<file path="src/hdl/uart_frame_pkg.sv">
/*
 * UART string framer constants.
 * Bit timing, string size, marker byte and the framing FSM state encodings.
 */
`default_nettype none

package uart_frame_pkg;

	localparam int clks_per_bit = 16; // Serial bit period in sys_clk cycles.
	localparam int cnt_w = $clog2(clks_per_bit);
	localparam logic [cnt_w-1:0] cnt_full = cnt_w'(clks_per_bit - 1);
	localparam logic [cnt_w-1:0] cnt_half = cnt_w'(clks_per_bit / 2 - 1);

	localparam int str_bytes = 16; // Largest payload in bytes.
	localparam int len_w = 5;      // Holds 0 to 16.
	localparam int str_w = 8 * str_bytes;

	localparam logic [7:0] frame_mark = 8'h26; // ASCII "&".

	// Transmit framing states, one-hot.
	localparam int tx_st_w = 7;
	localparam logic [tx_st_w-1:0] ts_idle   = 7'b000_0001;
	localparam logic [tx_st_w-1:0] ts_open1  = 7'b000_0010;
	localparam logic [tx_st_w-1:0] ts_open2  = 7'b000_0100;
	localparam logic [tx_st_w-1:0] ts_data   = 7'b000_1000;
	localparam logic [tx_st_w-1:0] ts_close1 = 7'b001_0000;
	localparam logic [tx_st_w-1:0] ts_close2 = 7'b010_0000;
	localparam logic [tx_st_w-1:0] ts_finish = 7'b100_0000;

	// Receive framing states, one-hot.
	localparam int rx_st_w = 6;
	localparam logic [rx_st_w-1:0] rs_idle    = 6'b00_0001;
	localparam logic [rx_st_w-1:0] rs_open    = 6'b00_0010;
	localparam logic [rx_st_w-1:0] rs_payload = 6'b00_0100;
	localparam logic [rx_st_w-1:0] rs_pend    = 6'b00_1000;
	localparam logic [rx_st_w-1:0] rs_split   = 6'b01_0000;
	localparam logic [rx_st_w-1:0] rs_finish  = 6'b10_0000;

endpackage

`default_nettype wire

</file>
<file path="src/hdl/frame_ctrl.sv">
/*
 * Framing controller.
 * Transmit FSM wraps the payload in "&&" markers byte by byte.
 * Receive FSM finds "&&payload&&" frames and feeds the assembler.
 */
`timescale 1ns/1ns
`default_nettype none

module frame_ctrl (
	input  wire                              sys_clk,
	input  wire                              sys_rst_n,
	input  wire                              tx_req,
	output logic                             tx_busy,
	output logic                             tx_done,
	output logic                             capture,
	output logic [uart_frame_pkg::len_w-1:0] index,
	input  wire  [7:0]                       cur_byte,
	input  wire                              last,
	output logic                             byte_req,
	output logic [7:0]                       byte_data,
	input  wire                              byte_done,
	input  wire  [7:0]                       rx_byte,
	input  wire                              rx_vld,
	output logic                             rx_busy,
	output logic                             rx_done,
	output logic                             clear,
	output logic                             wr_en,
	output logic [7:0]                       wr_byte
);
	import uart_frame_pkg::*;

	logic [tx_st_w-1:0] tx_state;
	logic [rx_st_w-1:0] rx_state;
	logic               is_mark;

	assign tx_busy = (tx_state != ts_idle);
	assign tx_done = (tx_state == ts_finish);
	assign capture = (tx_state == ts_idle) && tx_req;
	assign byte_data = (tx_state == ts_data) ? cur_byte : frame_mark;

	// Each state sends one byte, byte_req follows the previous byte_done.
	always_ff @(posedge sys_clk or negedge sys_rst_n) begin
		if (!sys_rst_n) begin
			tx_state <= ts_idle;
			index <= '0;
			byte_req <= 1'b0;
		end else begin
			byte_req <= 1'b0;
			case (tx_state)
				ts_idle: begin
					index <= '0;
					if (tx_req) begin
						byte_req <= 1'b1;
						tx_state <= ts_open1;
					end
				end
				ts_open1: begin
					if (byte_done) begin
						byte_req <= 1'b1;
						tx_state <= ts_open2;
					end
				end
				ts_open2: begin
					if (byte_done) begin
						byte_req <= 1'b1;
						tx_state <= ts_data;
					end
				end
				ts_data: begin
					if (byte_done) begin
						byte_req <= 1'b1;
						if (last)
							tx_state <= ts_close1;
						else
							index <= index + len_w'(1);
					end
				end
				ts_close1: begin
					if (byte_done) begin
						byte_req <= 1'b1;
						tx_state <= ts_close2;
					end
				end
				ts_close2: begin
					if (byte_done)
						tx_state <= ts_finish;
				end
				ts_finish: tx_state <= ts_idle;
				default: tx_state <= ts_idle;
			endcase
		end
	end

	assign is_mark = (rx_byte == frame_mark);
	assign rx_busy = (rx_state != rs_idle);
	assign rx_done = (rx_state == rs_finish);

	// rx_byte holds until the next byte, so a late write still sees it.
	assign wr_byte = (rx_state == rs_split) ? frame_mark : rx_byte;

	always_ff @(posedge sys_clk or negedge sys_rst_n) begin
		if (!sys_rst_n) begin
			rx_state <= rs_idle;
			clear <= 1'b0;
			wr_en <= 1'b0;
		end else begin
			clear <= 1'b0;
			wr_en <= 1'b0;
			case (rx_state)
				rs_idle: begin
					if (rx_vld && is_mark)
						rx_state <= rs_open;
				end
				rs_open: begin
					if (rx_vld && is_mark) begin
						clear <= 1'b1; // Frame opened.
						rx_state <= rs_payload;
					end else if (rx_vld) begin
						rx_state <= rs_idle;
					end
				end
				rs_payload: begin
					if (rx_vld && is_mark)
						rx_state <= rs_pend;
					else if (rx_vld)
						wr_en <= 1'b1;
				end
				rs_pend: begin
					if (rx_vld && is_mark) begin
						rx_state <= rs_finish;
					end else if (rx_vld) begin
						wr_en <= 1'b1; // Lone mark is data.
						rx_state <= rs_split;
					end
				end
				rs_split: begin
					wr_en <= 1'b1;
					rx_state <= rs_payload;
				end
				rs_finish: rx_state <= rs_idle;
				default: rx_state <= rs_idle;
			endcase
		end
	end

	// A frame ends only through the done pulse.
	a_busy_falls_after_done : assert property (
		@(posedge sys_clk) disable iff (!sys_rst_n)
		$fell(tx_busy) |-> $past(tx_done)
	) else $error("tx_busy fell without tx_done");

endmodule

`default_nettype wire

</file>
<file path="src/hdl/rx_string_assembler.sv">
/*
 * Receive string assembler.
 * Stores payload bytes in arrival order and counts them up to str_bytes.
 */
`timescale 1ns/1ns
`default_nettype none

module rx_string_assembler (
	input  wire                              sys_clk,
	input  wire                              sys_rst_n,
	input  wire                              clear,
	input  wire                              wr_en,
	input  wire  [7:0]                       wr_byte,
	output logic [uart_frame_pkg::str_w-1:0] rx_string,
	output logic [uart_frame_pkg::len_w-1:0] rx_length
);
	import uart_frame_pkg::*;

	logic room;

	assign room = (rx_length < len_w'(str_bytes));

	always_ff @(posedge sys_clk or negedge sys_rst_n) begin
		if (!sys_rst_n)
			rx_length <= '0;
		else if (clear)
			rx_length <= '0;
		else if (wr_en && room)
			rx_length <= rx_length + len_w'(1); // Saturates at str_bytes.
	end

	// Bytes past the end of the buffer are dropped.
	always_ff @(posedge sys_clk) begin
		if (clear)
			rx_string <= '0;
		else if (wr_en && room)
			rx_string[8*rx_length +: 8] <= wr_byte;
	end

	a_len_in_range : assert property (
		@(posedge sys_clk) disable iff (!sys_rst_n)
		rx_length <= len_w'(str_bytes)
	) else $error("rx_length above str_bytes");

endmodule

`default_nettype wire

</file>
<file path="src/hdl/tx_string_latch.sv">
/*
 * Transmit string holder.
 * Captures the host string and length at frame start and returns
 * the byte at the requested index.
 */
`timescale 1ns/1ns
`default_nettype none

module tx_string_latch (
	input  wire                              sys_clk,
	input  wire                              sys_rst_n,
	input  wire                              capture,
	input  wire  [uart_frame_pkg::str_w-1:0] tx_string,
	input  wire  [uart_frame_pkg::len_w-1:0] tx_length,
	input  wire  [uart_frame_pkg::len_w-1:0] index,
	output logic [7:0]                       cur_byte,
	output logic                             last
);
	import uart_frame_pkg::*;

	logic [str_w-1:0] str_q;
	logic [len_w-1:0] len_q;

	always_ff @(posedge sys_clk or negedge sys_rst_n) begin
		if (!sys_rst_n)
			len_q <= '0;
		else if (capture)
			len_q <= tx_length;
	end

	// Host may change tx_string once the frame has started.
	always_ff @(posedge sys_clk) begin
		if (capture)
			str_q <= tx_string;
	end

	assign cur_byte = str_q[8*index +: 8];

	// A zero length is treated as one byte so the frame still ends.
	assign last = (index + len_w'(1)) >= len_q;

endmodule

`default_nettype wire

</file>
<file path="src/hdl/uart_rx.sv">
/*
 * UART byte receiver.
 * Synchronizes the line, samples each bit at mid-period and emits
 * every byte whose stop bit reads high.
 */
`timescale 1ns/1ns
`default_nettype none

module uart_rx (
	input  wire        sys_clk,
	input  wire        sys_rst_n,
	input  wire        rxd,
	output logic [7:0] rx_byte,
	output logic       rx_vld
);
	import uart_frame_pkg::*;

	logic             rx_meta;
	logic             rx_sync;
	logic             active;
	logic [3:0]       bit_idx; // 0 start, 1..8 data, 9 stop, 10 tail.
	logic [cnt_w-1:0] baud_cnt;
	logic             half_bit;
	logic             tick;
	logic [7:0]       data_sr;

	// Start and tail phases last half a bit.
	assign half_bit = (bit_idx == 4'd0) || (bit_idx == 4'd10);
	assign tick = active && (baud_cnt == (half_bit ? cnt_half : cnt_full));

	always_ff @(posedge sys_clk or negedge sys_rst_n) begin
		if (!sys_rst_n) begin
			rx_meta <= 1'b1;
			rx_sync <= 1'b1;
		end else begin
			rx_meta <= rxd;
			rx_sync <= rx_meta;
		end
	end

	always_ff @(posedge sys_clk or negedge sys_rst_n) begin
		if (!sys_rst_n) begin
			active <= 1'b0;
			bit_idx <= 4'd0;
			baud_cnt <= '0;
			rx_vld <= 1'b0;
		end else begin
			rx_vld <= 1'b0;
			if (!active) begin
				baud_cnt <= '0;
				bit_idx <= 4'd0;
				if (!rx_sync)
					active <= 1'b1; // Falling edge, maybe a start bit.
			end else if (tick) begin
				baud_cnt <= '0;
				case (bit_idx)
					4'd0: begin
						if (rx_sync)
							active <= 1'b0; // False start.
						else
							bit_idx <= 4'd1;
					end
					4'd9: begin
						if (rx_sync)
							bit_idx <= 4'd10;
						else
							active <= 1'b0; // Framing error, byte dropped.
					end
					4'd10: begin
						rx_vld <= 1'b1;
						active <= 1'b0;
					end
					default: bit_idx <= bit_idx + 4'd1;
				endcase
			end else begin
				baud_cnt <= baud_cnt + 1'b1;
			end
		end
	end

	always_ff @(posedge sys_clk) begin
		if (tick && bit_idx >= 4'd1 && bit_idx <= 4'd8)
			data_sr <= {rx_sync, data_sr[7:1]}; // LSB arrives first.
		if (tick && bit_idx == 4'd10)
			rx_byte <= data_sr;
	end

endmodule

`default_nettype wire

</file>
<file path="src/hdl/uart_string_top.sv">
/*
 * UART string framer top level.
 * Ties the framing controller to the UART and string blocks.
 */
`timescale 1ns/1ns
`default_nettype none

module uart_string_top (
	input  wire                              sys_clk,
	input  wire                              sys_rst_n,
	input  wire  [uart_frame_pkg::str_w-1:0] tx_string,
	input  wire  [uart_frame_pkg::len_w-1:0] tx_length,
	input  wire                              tx_req,
	output logic                             tx_busy,
	output logic                             tx_done,
	output logic [uart_frame_pkg::str_w-1:0] rx_string,
	output logic [uart_frame_pkg::len_w-1:0] rx_length,
	output logic                             rx_busy,
	output logic                             rx_done,
	input  wire                              uart_rx_port,
	output logic                             uart_tx_port
);
	import uart_frame_pkg::*;

	logic             capture;
	logic [len_w-1:0] index;
	logic [7:0]       cur_byte;
	logic             last;
	logic             byte_req;
	logic [7:0]       byte_data;
	logic             byte_done;
	logic [7:0]       rx_byte;
	logic             rx_vld;
	logic             clear;
	logic             wr_en;
	logic [7:0]       wr_byte;

	frame_ctrl u_frame_ctrl (
		.sys_clk   (sys_clk),
		.sys_rst_n (sys_rst_n),
		.tx_req    (tx_req),
		.tx_busy   (tx_busy),
		.tx_done   (tx_done),
		.capture   (capture),
		.index     (index),
		.cur_byte  (cur_byte),
		.last      (last),
		.byte_req  (byte_req),
		.byte_data (byte_data),
		.byte_done (byte_done),
		.rx_byte   (rx_byte),
		.rx_vld    (rx_vld),
		.rx_busy   (rx_busy),
		.rx_done   (rx_done),
		.clear     (clear),
		.wr_en     (wr_en),
		.wr_byte   (wr_byte)
	);

	uart_tx u_uart_tx (
		.sys_clk   (sys_clk),
		.sys_rst_n (sys_rst_n),
		.byte_req  (byte_req),
		.byte_data (byte_data),
		.txd       (uart_tx_port),
		.byte_done (byte_done)
	);

	uart_rx u_uart_rx (
		.sys_clk   (sys_clk),
		.sys_rst_n (sys_rst_n),
		.rxd       (uart_rx_port),
		.rx_byte   (rx_byte),
		.rx_vld    (rx_vld)
	);

	tx_string_latch u_tx_string_latch (
		.sys_clk   (sys_clk),
		.sys_rst_n (sys_rst_n),
		.capture   (capture),
		.tx_string (tx_string),
		.tx_length (tx_length),
		.index     (index),
		.cur_byte  (cur_byte),
		.last      (last)
	);

	rx_string_assembler u_rx_string_assembler (
		.sys_clk   (sys_clk),
		.sys_rst_n (sys_rst_n),
		.clear     (clear),
		.wr_en     (wr_en),
		.wr_byte   (wr_byte),
		.rx_string (rx_string),
		.rx_length (rx_length)
	);

endmodule

`default_nettype wire

</file>
<file path="src/hdl/uart_tx.sv">
/*
 * UART byte transmitter.
 * Sends start bit, eight data bits LSB first and one stop bit per request.
 */
`timescale 1ns/1ns
`default_nettype none

module uart_tx (
	input  wire        sys_clk,
	input  wire        sys_rst_n,
	input  wire        byte_req,
	input  wire  [7:0] byte_data,
	output logic       txd,
	output logic       byte_done
);
	import uart_frame_pkg::*;

	logic             active;
	logic [3:0]       bit_idx;
	logic [cnt_w-1:0] baud_cnt;
	logic [9:0]       frame_sr; // Stop, data and start bits, sent from bit 0.
	logic             bit_end;

	assign bit_end = (baud_cnt == cnt_full);
	assign txd = frame_sr[0];

	always_ff @(posedge sys_clk or negedge sys_rst_n) begin
		if (!sys_rst_n) begin
			active <= 1'b0;
			bit_idx <= 4'd0;
			baud_cnt <= '0;
			frame_sr <= '1; // Line idles high.
			byte_done <= 1'b0;
		end else begin
			byte_done <= 1'b0;
			if (!active) begin
				if (byte_req) begin
					active <= 1'b1;
					bit_idx <= 4'd0;
					baud_cnt <= '0;
					frame_sr <= {1'b1, byte_data, 1'b0};
				end
			end else if (bit_end) begin
				baud_cnt <= '0;
				frame_sr <= {1'b1, frame_sr[9:1]};
				if (bit_idx == 4'd9) begin
					active <= 1'b0; // End of stop bit.
					byte_done <= 1'b1;
				end else begin
					bit_idx <= bit_idx + 4'd1;
				end
			end else begin
				baud_cnt <= baud_cnt + 1'b1;
			end
		end
	end

	// The controller must wait for byte_done before the next request.
	a_no_req_when_active : assert property (
		@(posedge sys_clk) disable iff (!sys_rst_n)
		active |-> !byte_req
	) else $error("uart_tx got byte_req during a byte");

endmodule

`default_nettype wire

</file>
<file path="config.mk">
export PLATFORM = sky130hd
export DESIGN_NAME = uart_string_top
export DESIGN_NICKNAME = d
export VERILOG_FILES = /design/src/hdl/uart_frame_pkg.sv /design/src/hdl/frame_ctrl.sv /design/src/hdl/rx_string_assembler.sv /design/src/hdl/tx_string_latch.sv /design/src/hdl/uart_rx.sv /design/src/hdl/uart_string_top.sv /design/src/hdl/uart_tx.sv
export SDC_FILE = /design/constraint.sdc
export NUM_CORES = 1
export LEC_CHECK = 0
export ABC_AREA = 1
export BUFFER_PORTS_ARGS = -buffer_cell sky130_fd_sc_hd__buf_2
export CAP_MARGIN = 20
export CORE_MARGIN = 1
export CORE_UTILIZATION = 57
export CTS_BUF_LIST = sky130_fd_sc_hd__clkbuf_2
export DETAILED_ROUTE_END_ITERATION = 6
export PLACE_DENSITY_LB_ADDON = 0.08
export SKIP_LAST_GASP = 1
export SLEW_MARGIN = 10
export SYNTH_ARGS = -nofsm -noshare
export SYNTH_HDL_FRONTEND = slang
export SYNTH_SLANG_ARGS = --single-unit
</file>
<file path="constraint.sdc">
create_clock -name sys_clk -period 5.99 [get_ports sys_clk]
set_input_delay 0.599 -clock sys_clk [delete_from_list [all_inputs] [get_ports sys_clk]]
set_output_delay 0.599 -clock sys_clk [all_outputs]
set_load 0.01 [all_outputs]
</file>
# Word level (Yosys, flattened, before mapping)
# Cells that the tools add are included.
# classes
reduce_logical,20
magnitude_cmp,4
n_addsub,7
n_mux,63
shift,3
eq_ne,39
# ops
cell,n
bitwise mux 128 bit,1
variable shift 8 x 34 -> 128 bit (first input constant),1
indexed part select 128 x 9 -> 8 bit,1
indexed part select 8 x 34 -> 128 bit,1
2-to-1 mux 4 bit,13
2-to-1 mux 7 bit,7
case mux 7 bit (6 select lines),1
2-to-1 mux 6 bit,6
negator 8 -> 34 bit,1
2-to-1 mux 10 bit,3
case mux 6 bit (5 select lines),1
2-to-1 mux 1 bit,20
2-to-1 mux 5 bit,4
adder 4 x 1 -> 4 bit (second input constant),4
equality test 4 bit (second input constant),4
2-to-1 mux 8 bit,2
inequality test 2 x 1 -> 1 bit (second input constant),7
inequality test 2 bit (second input constant),7
case mux 4 bit (3 select lines),1
adder 5 x 1 -> 5 bit (second input constant),2
case mux 5 bit (2 select lines),1
equality test 8 x 6 -> 1 bit (second input constant),1
AND reduction 4 bit,2
equality test 7 x 1 -> 1 bit (second input constant),1
other kinds (33),44
# word_totals
out_inout_bits,138
reg_bits,335
elab_cells,159

# Longest topological paths before layout
# depth
ltp_word,7
mapped_depth,15
ltp_nobuf,14

# Hierarchy
# A second synthesis with hierarchy kept.
# unflattened
cells_unflattened,1935
hier_area_um2,15527.4
# modules_own_cells
mod,seq_area_each_um2,n_inst,cells_each,area_each_um2
rx_string_assembler,2687.6,1,970,6221.0
tx_string_latch,3968.8,1,540,5761.8
frame_ctrl,528.0,1,200,1361.3
uart_rx,783.3,1,99,1199.9
uart_tx,486.7,1,126,983.4

# Worst setup path before layout
# Ideal clock, no wire load.
# synth_path
path_kind,register to register
from,register u_frame_ctrl.tx_state[4]
to,"register u_tx_string_latch.str_q[0], enable pin"
period_less_slack_ns,4.433
path_slack_ns,1.557
required_time_ns,4.733
setup_time_ns,1.257
t_arrival_ns,3.176
stages_incl_launch_ff,6
cell_sequence,dfrtp_1 inv_1 nand3_1 nor4_2 nand2_1 clkinv_1
# synth_between
elab_chain_cells,2
# synth_rtl
element,line,source
start: declaration,frame_ctrl.sv:32,logic [tx_st_w-1:0] tx_state;
start signal: assignment,frame_ctrl.sv:44,tx_state <= ts_idle;
start signal: assignment,frame_ctrl.sv:54,tx_state <= ts_open1;
start signal: assignment,frame_ctrl.sv:60,tx_state <= ts_open2;
equality test 7 x 1 -> 1 bit,frame_ctrl.sv:38,assign capture = (tx_state == ts_idle) && tx_req;
logical AND 1 bit,frame_ctrl.sv:38,
via capture,uart_string_top.sv:25,logic capture;
end signal: assignment,tx_string_latch.sv:34,str_q <= tx_string;
end: declaration,tx_string_latch.sv:21,logic [str_w-1:0] str_q;
# The timed path passes the listed nets, and every way through them passes these cells.
# A chain may end at the register's enable or synchronous reset.

# Final worst setup path
# layout_path
from,register u_frame_ctrl.index[2] in the netlist's numbering
to,register u_uart_tx.frame_sr[8]
# layout_between
elab_chain_cells,4
# layout_rtl
element,line,source
start: declaration,frame_ctrl.sv:16,"output logic [uart_frame_pkg::len_w-1:0] index,"
start signal: assignment,frame_ctrl.sv:75,index <= index + len_w'(1);
indexed part select 128 x 9 -> 8 bit,tx_string_latch.sv:37,assign cur_byte = str_q[8*index +: 8];
2-to-1 mux 8 bit,frame_ctrl.sv:39,assign byte_data = (tx_state == ts_data) ? cur_byte : frame_mark;
2-to-1 mux 10 bit,uart_tx.sv:37,if (byte_req) begin
2-to-1 mux 10 bit,uart_tx.sv:36,if (!active) begin
end signal: assignment,uart_tx.sv:41,"frame_sr <= {1'b1, byte_data, 1'b0};"
end signal: assignment,uart_tx.sv:45,"frame_sr <= {1'b1, frame_sr[9:1]};"
end: declaration,uart_tx.sv:21,logic [9:0] frame_sr;
# Every way passes these cells. The select of a mux whose other input is x is not followed.

==> results.yml <==
run:
  maxCapViolations: 0
yosys:
  syn_inst: 1604
  synth-edff-count: 144
  ys_top_cells_by_area: "edfxtp_1 (31%), dfxtp_1 (18%), nand2_1 (8.9%), dfrtp_1 (8.7%), nor2_1 (8.1%)"
  synth_cell_types: 43
  synth.top_cell.area_share: 0.305
  synth_common_cells: "nand2_1 (337), nor2_1 (305), inv_1 (148)"
  synth.most_common_cell: "nand2_1"
  synth_seq_cells: 334
  synth.avg_cell_area_um2: 8.83
  synthArstFlopShare: 0.186
  synth-seq-area-share: 0.597
  yosysWarnings: 0
  syn-num-nets: 1758
  syn_area_mm2: 0.0142
  synth_top_area_cell: "edfxtp_1"
  synthFlopType: "edfxtp_1"
route:
  num_vias: 12700
  drc: 0
  dr.pass1.iters: 5
  finalWirelength_um: 39300
  post_drt_wl_per_cell_um: 16.1
  ant_nets: 0
  routed_via_density: 5.20
  drtIter0Drc: 1048
clock_tree:
  cts_sinks: 334
  clk-insertion-delay-late_ns: 0.89
  post-cts-setup-buffers: 0
  postCtsResizedCells: 0
  clock_tree.root_cell: "clkbuf_2"
  cts.clk_slew.worst_paths_ns: 0.09
  cts_hold_buffers: 135
  cts_max_path_buffers: 3
  cts_inserted_buffers: 84
  cts_tree: "done"
  h-tree-depth: 3
floorplanning:
  initial_core_util: 0.583
  core_area_mm2: 0.0243
  die_w_um: 160
  rows: 57
  ios: 275
  die_y_um: 160
  dieArea_mm2: 0.0255
placement:
  place_area_mm2: 0.0158
  dp_hpwl_um: 23900
  finalWeightedCongestion: 0.862
  dp.cells: 2151
  portBuffers: 274
cells_and_area:
  area_growth_pct: 26.4
  fin_util: 0.736
  drive_gt1_frac: 0.230
  fillCellCount: 1889
  fin_area_mm2: 0.0179
  fin_nets: 2204
  multi_input_area_mm2: 0.00484
  regArea_mm2: 0.00846
  final_cells: 2449
timing:
  fmaxAchievable_mhz: 307
  drv_slew: 0
  setup_viol: 0
  period_needed_ns: 3.26
  hold_viol_final: 0
  max_slew_margin: 0.256
  skew_ns: 0.0734
  tns_ns: 0
  rsz0062_at_grt: "false"
  fin_crit_sh: 0.544
  tightestPinTransition_ns: 1.11
setup_path:
  worst_setup_path_start_kind: "flip-flop"
  critPathArrivalTime_ns: 4.01
  critPathTopFamily: "simple AND/OR/NAND/NOR gates"
  critical_path.max_stage_delay_ns: 1.07
  crit_slowest_cell: "nor2_1"
  crit_top_cell: "nand2_1"
  required_ns: 6.74
  crit_chain: "clkinv_1 > nor2_1 > nand3_1 > nand2_1 > inv_1 > nand3_1 > nand2_1 > nand2_1 > a21oi_1"
  cp_max_fo: 17
  worstSetupPathType: "reg -> reg"
  end_kind: "flip-flop"
  crit_buf_inv: 2
global_route:
  grt_pass1_vias: 12400
  antenna_found_initial: 6
  grt_pass1_wl_um: 61600
  grt_max_degree: 116
  grt_overflow: 0
  grtUsageTotal: 0.306
outcome:
  status: "finished, final reports clean"
pwr:
  p_per_area_mw_per_mm2: 289
  ir_worst_vdd_mv: 0.233
  leakagePower_nw: 8.89
hold_path:
  hold_path.class: "in -> reg"
==> flip-flops by register name, indices dropped and copies added (netlist names), 5 cells and up <==
register and flops:
u_rx_string_assembler.rx_string 128, u_tx_string_latch.str_q 128, u_uart_tx.frame_sr 9, u_uart_rx.data_sr 8, u_uart_rx.rx_byte 8, u_frame_ctrl.tx_state 7
u_frame_ctrl.rx_state 6, u_frame_ctrl.index 5, u_rx_string_assembler.rx_length 5, u_tx_string_latch.len_q 5
==> power breakdown <==
part           switching (W)  total [W]  internal, W  leakage [nW]
Sequential          0.000115    0.00288      0.00277          3.14
Combinational       0.000505   0.000775     0.000270          5.15
Clock               0.000929    0.00151     0.000584         0.594
==> area by class of cell <==
class,count,area share
clock inverters,22,0.00482
diodes,6,0.000838
clock buffers,133,0.0372
flip-flops and latches,334,0.472
repair buffers,417,0.156
inverters,169,0.0356
well taps,324,0.0226
multi-input cells,1044,0.270
==> metrics by stage <==
stage / setup WS (ns) / hold slack (ns) / power [W]
floorplan: 1.56 / 0.303 / 0.00341
global placement: 2.77 / 0.348 / 0.00357
detailed placement: 2.60 / 0.348 / 0.00360
CTS: 2.56 / 0.0193 / 0.00516
global route: 2.50 / 0.0762 / 0.00544
finish: 2.73 / 0.111 / 0.00517
==> cells in the final DEF (no fill, tap or decap), types with 4 or more instances in the layout <==
cell type	instances
diode_2	6
inv_1	147
nand3_1	116
clkbuf_2	133
clkinv_1	21
ha_1	17
nor2_1	305
nor2_2	12
a21oi_1	48
dfstp_2	13
nand4_1	33
nand2_2	4
o21ai_1	6
buf_4	7
dlygate4sd3_1	135
edfxtp_1	144
o21ai_0	106
nor3_1	10
o211ai_1	10
xor2_1	5
buf_2	274
nand2_1	337
inv_2	21
dfxtp_1	128
dfrtp_1	48
nor2_4	6
==> worst paths after layout <==
path	startpoint	endpoint	slack [ns]	cells past startpoint
max	u_frame_ctrl.index[2]	u_uart_tx.frame_sr[8]	2.73	9
min	tx_req	u_frame_ctrl.tx_state[1]	0.11	3
max reg2reg	u_frame_ctrl.index[2]	u_uart_tx.frame_sr[8]	2.73	9
min reg2reg	u_uart_rx.rx_meta	u_uart_rx.rx_sync	0.36	0
max in group asynchronous	sys_rst_n	u_frame_ctrl.index[0]	4.98	3
min in group asynchronous	sys_rst_n	u_uart_rx.baud_cnt[0]	0.44	3
==> logic make-up (layout without fill, tap and decap cells) <==
| logic type | after synthesis | after routing | synth area share |
|---|---|---|---|
| DFF | 334 | 334 | 0.597 |
| AOI/OAI and AO/OA | 179 | 179 | 0.0664 |
| adders and majority gates | 17 | 17 | 0.0150 |
| and+or+nand+nor | 839 | 839 | 0.255 |
| xor gates and xnor gates | 8 | 8 | 0.00494 |
| buffers and inverters | 226 | 741 | 0.0617 |
| muxes | 1 | 1 | 0.000706 |
| other | 0 | 6 | 0 |
==> worst register-to-register path, delay by kind of cell (launching register included) <==
kind            cells  cell delay (ns)
buf+inv             2             0.75
compound gates      1             0.05
flops               1             0.67
simple gates        6             1.72
==> metal layers <==
metal  vias up  share of wire  GRT usage
met5         -              0          0
met4         0          0.035      0.150
met2       542           0.49      0.510
met1      5914           0.41      0.387
li1       6187              -          -
met3       100          0.069     0.0548
(Power assumes the default switching activity.)
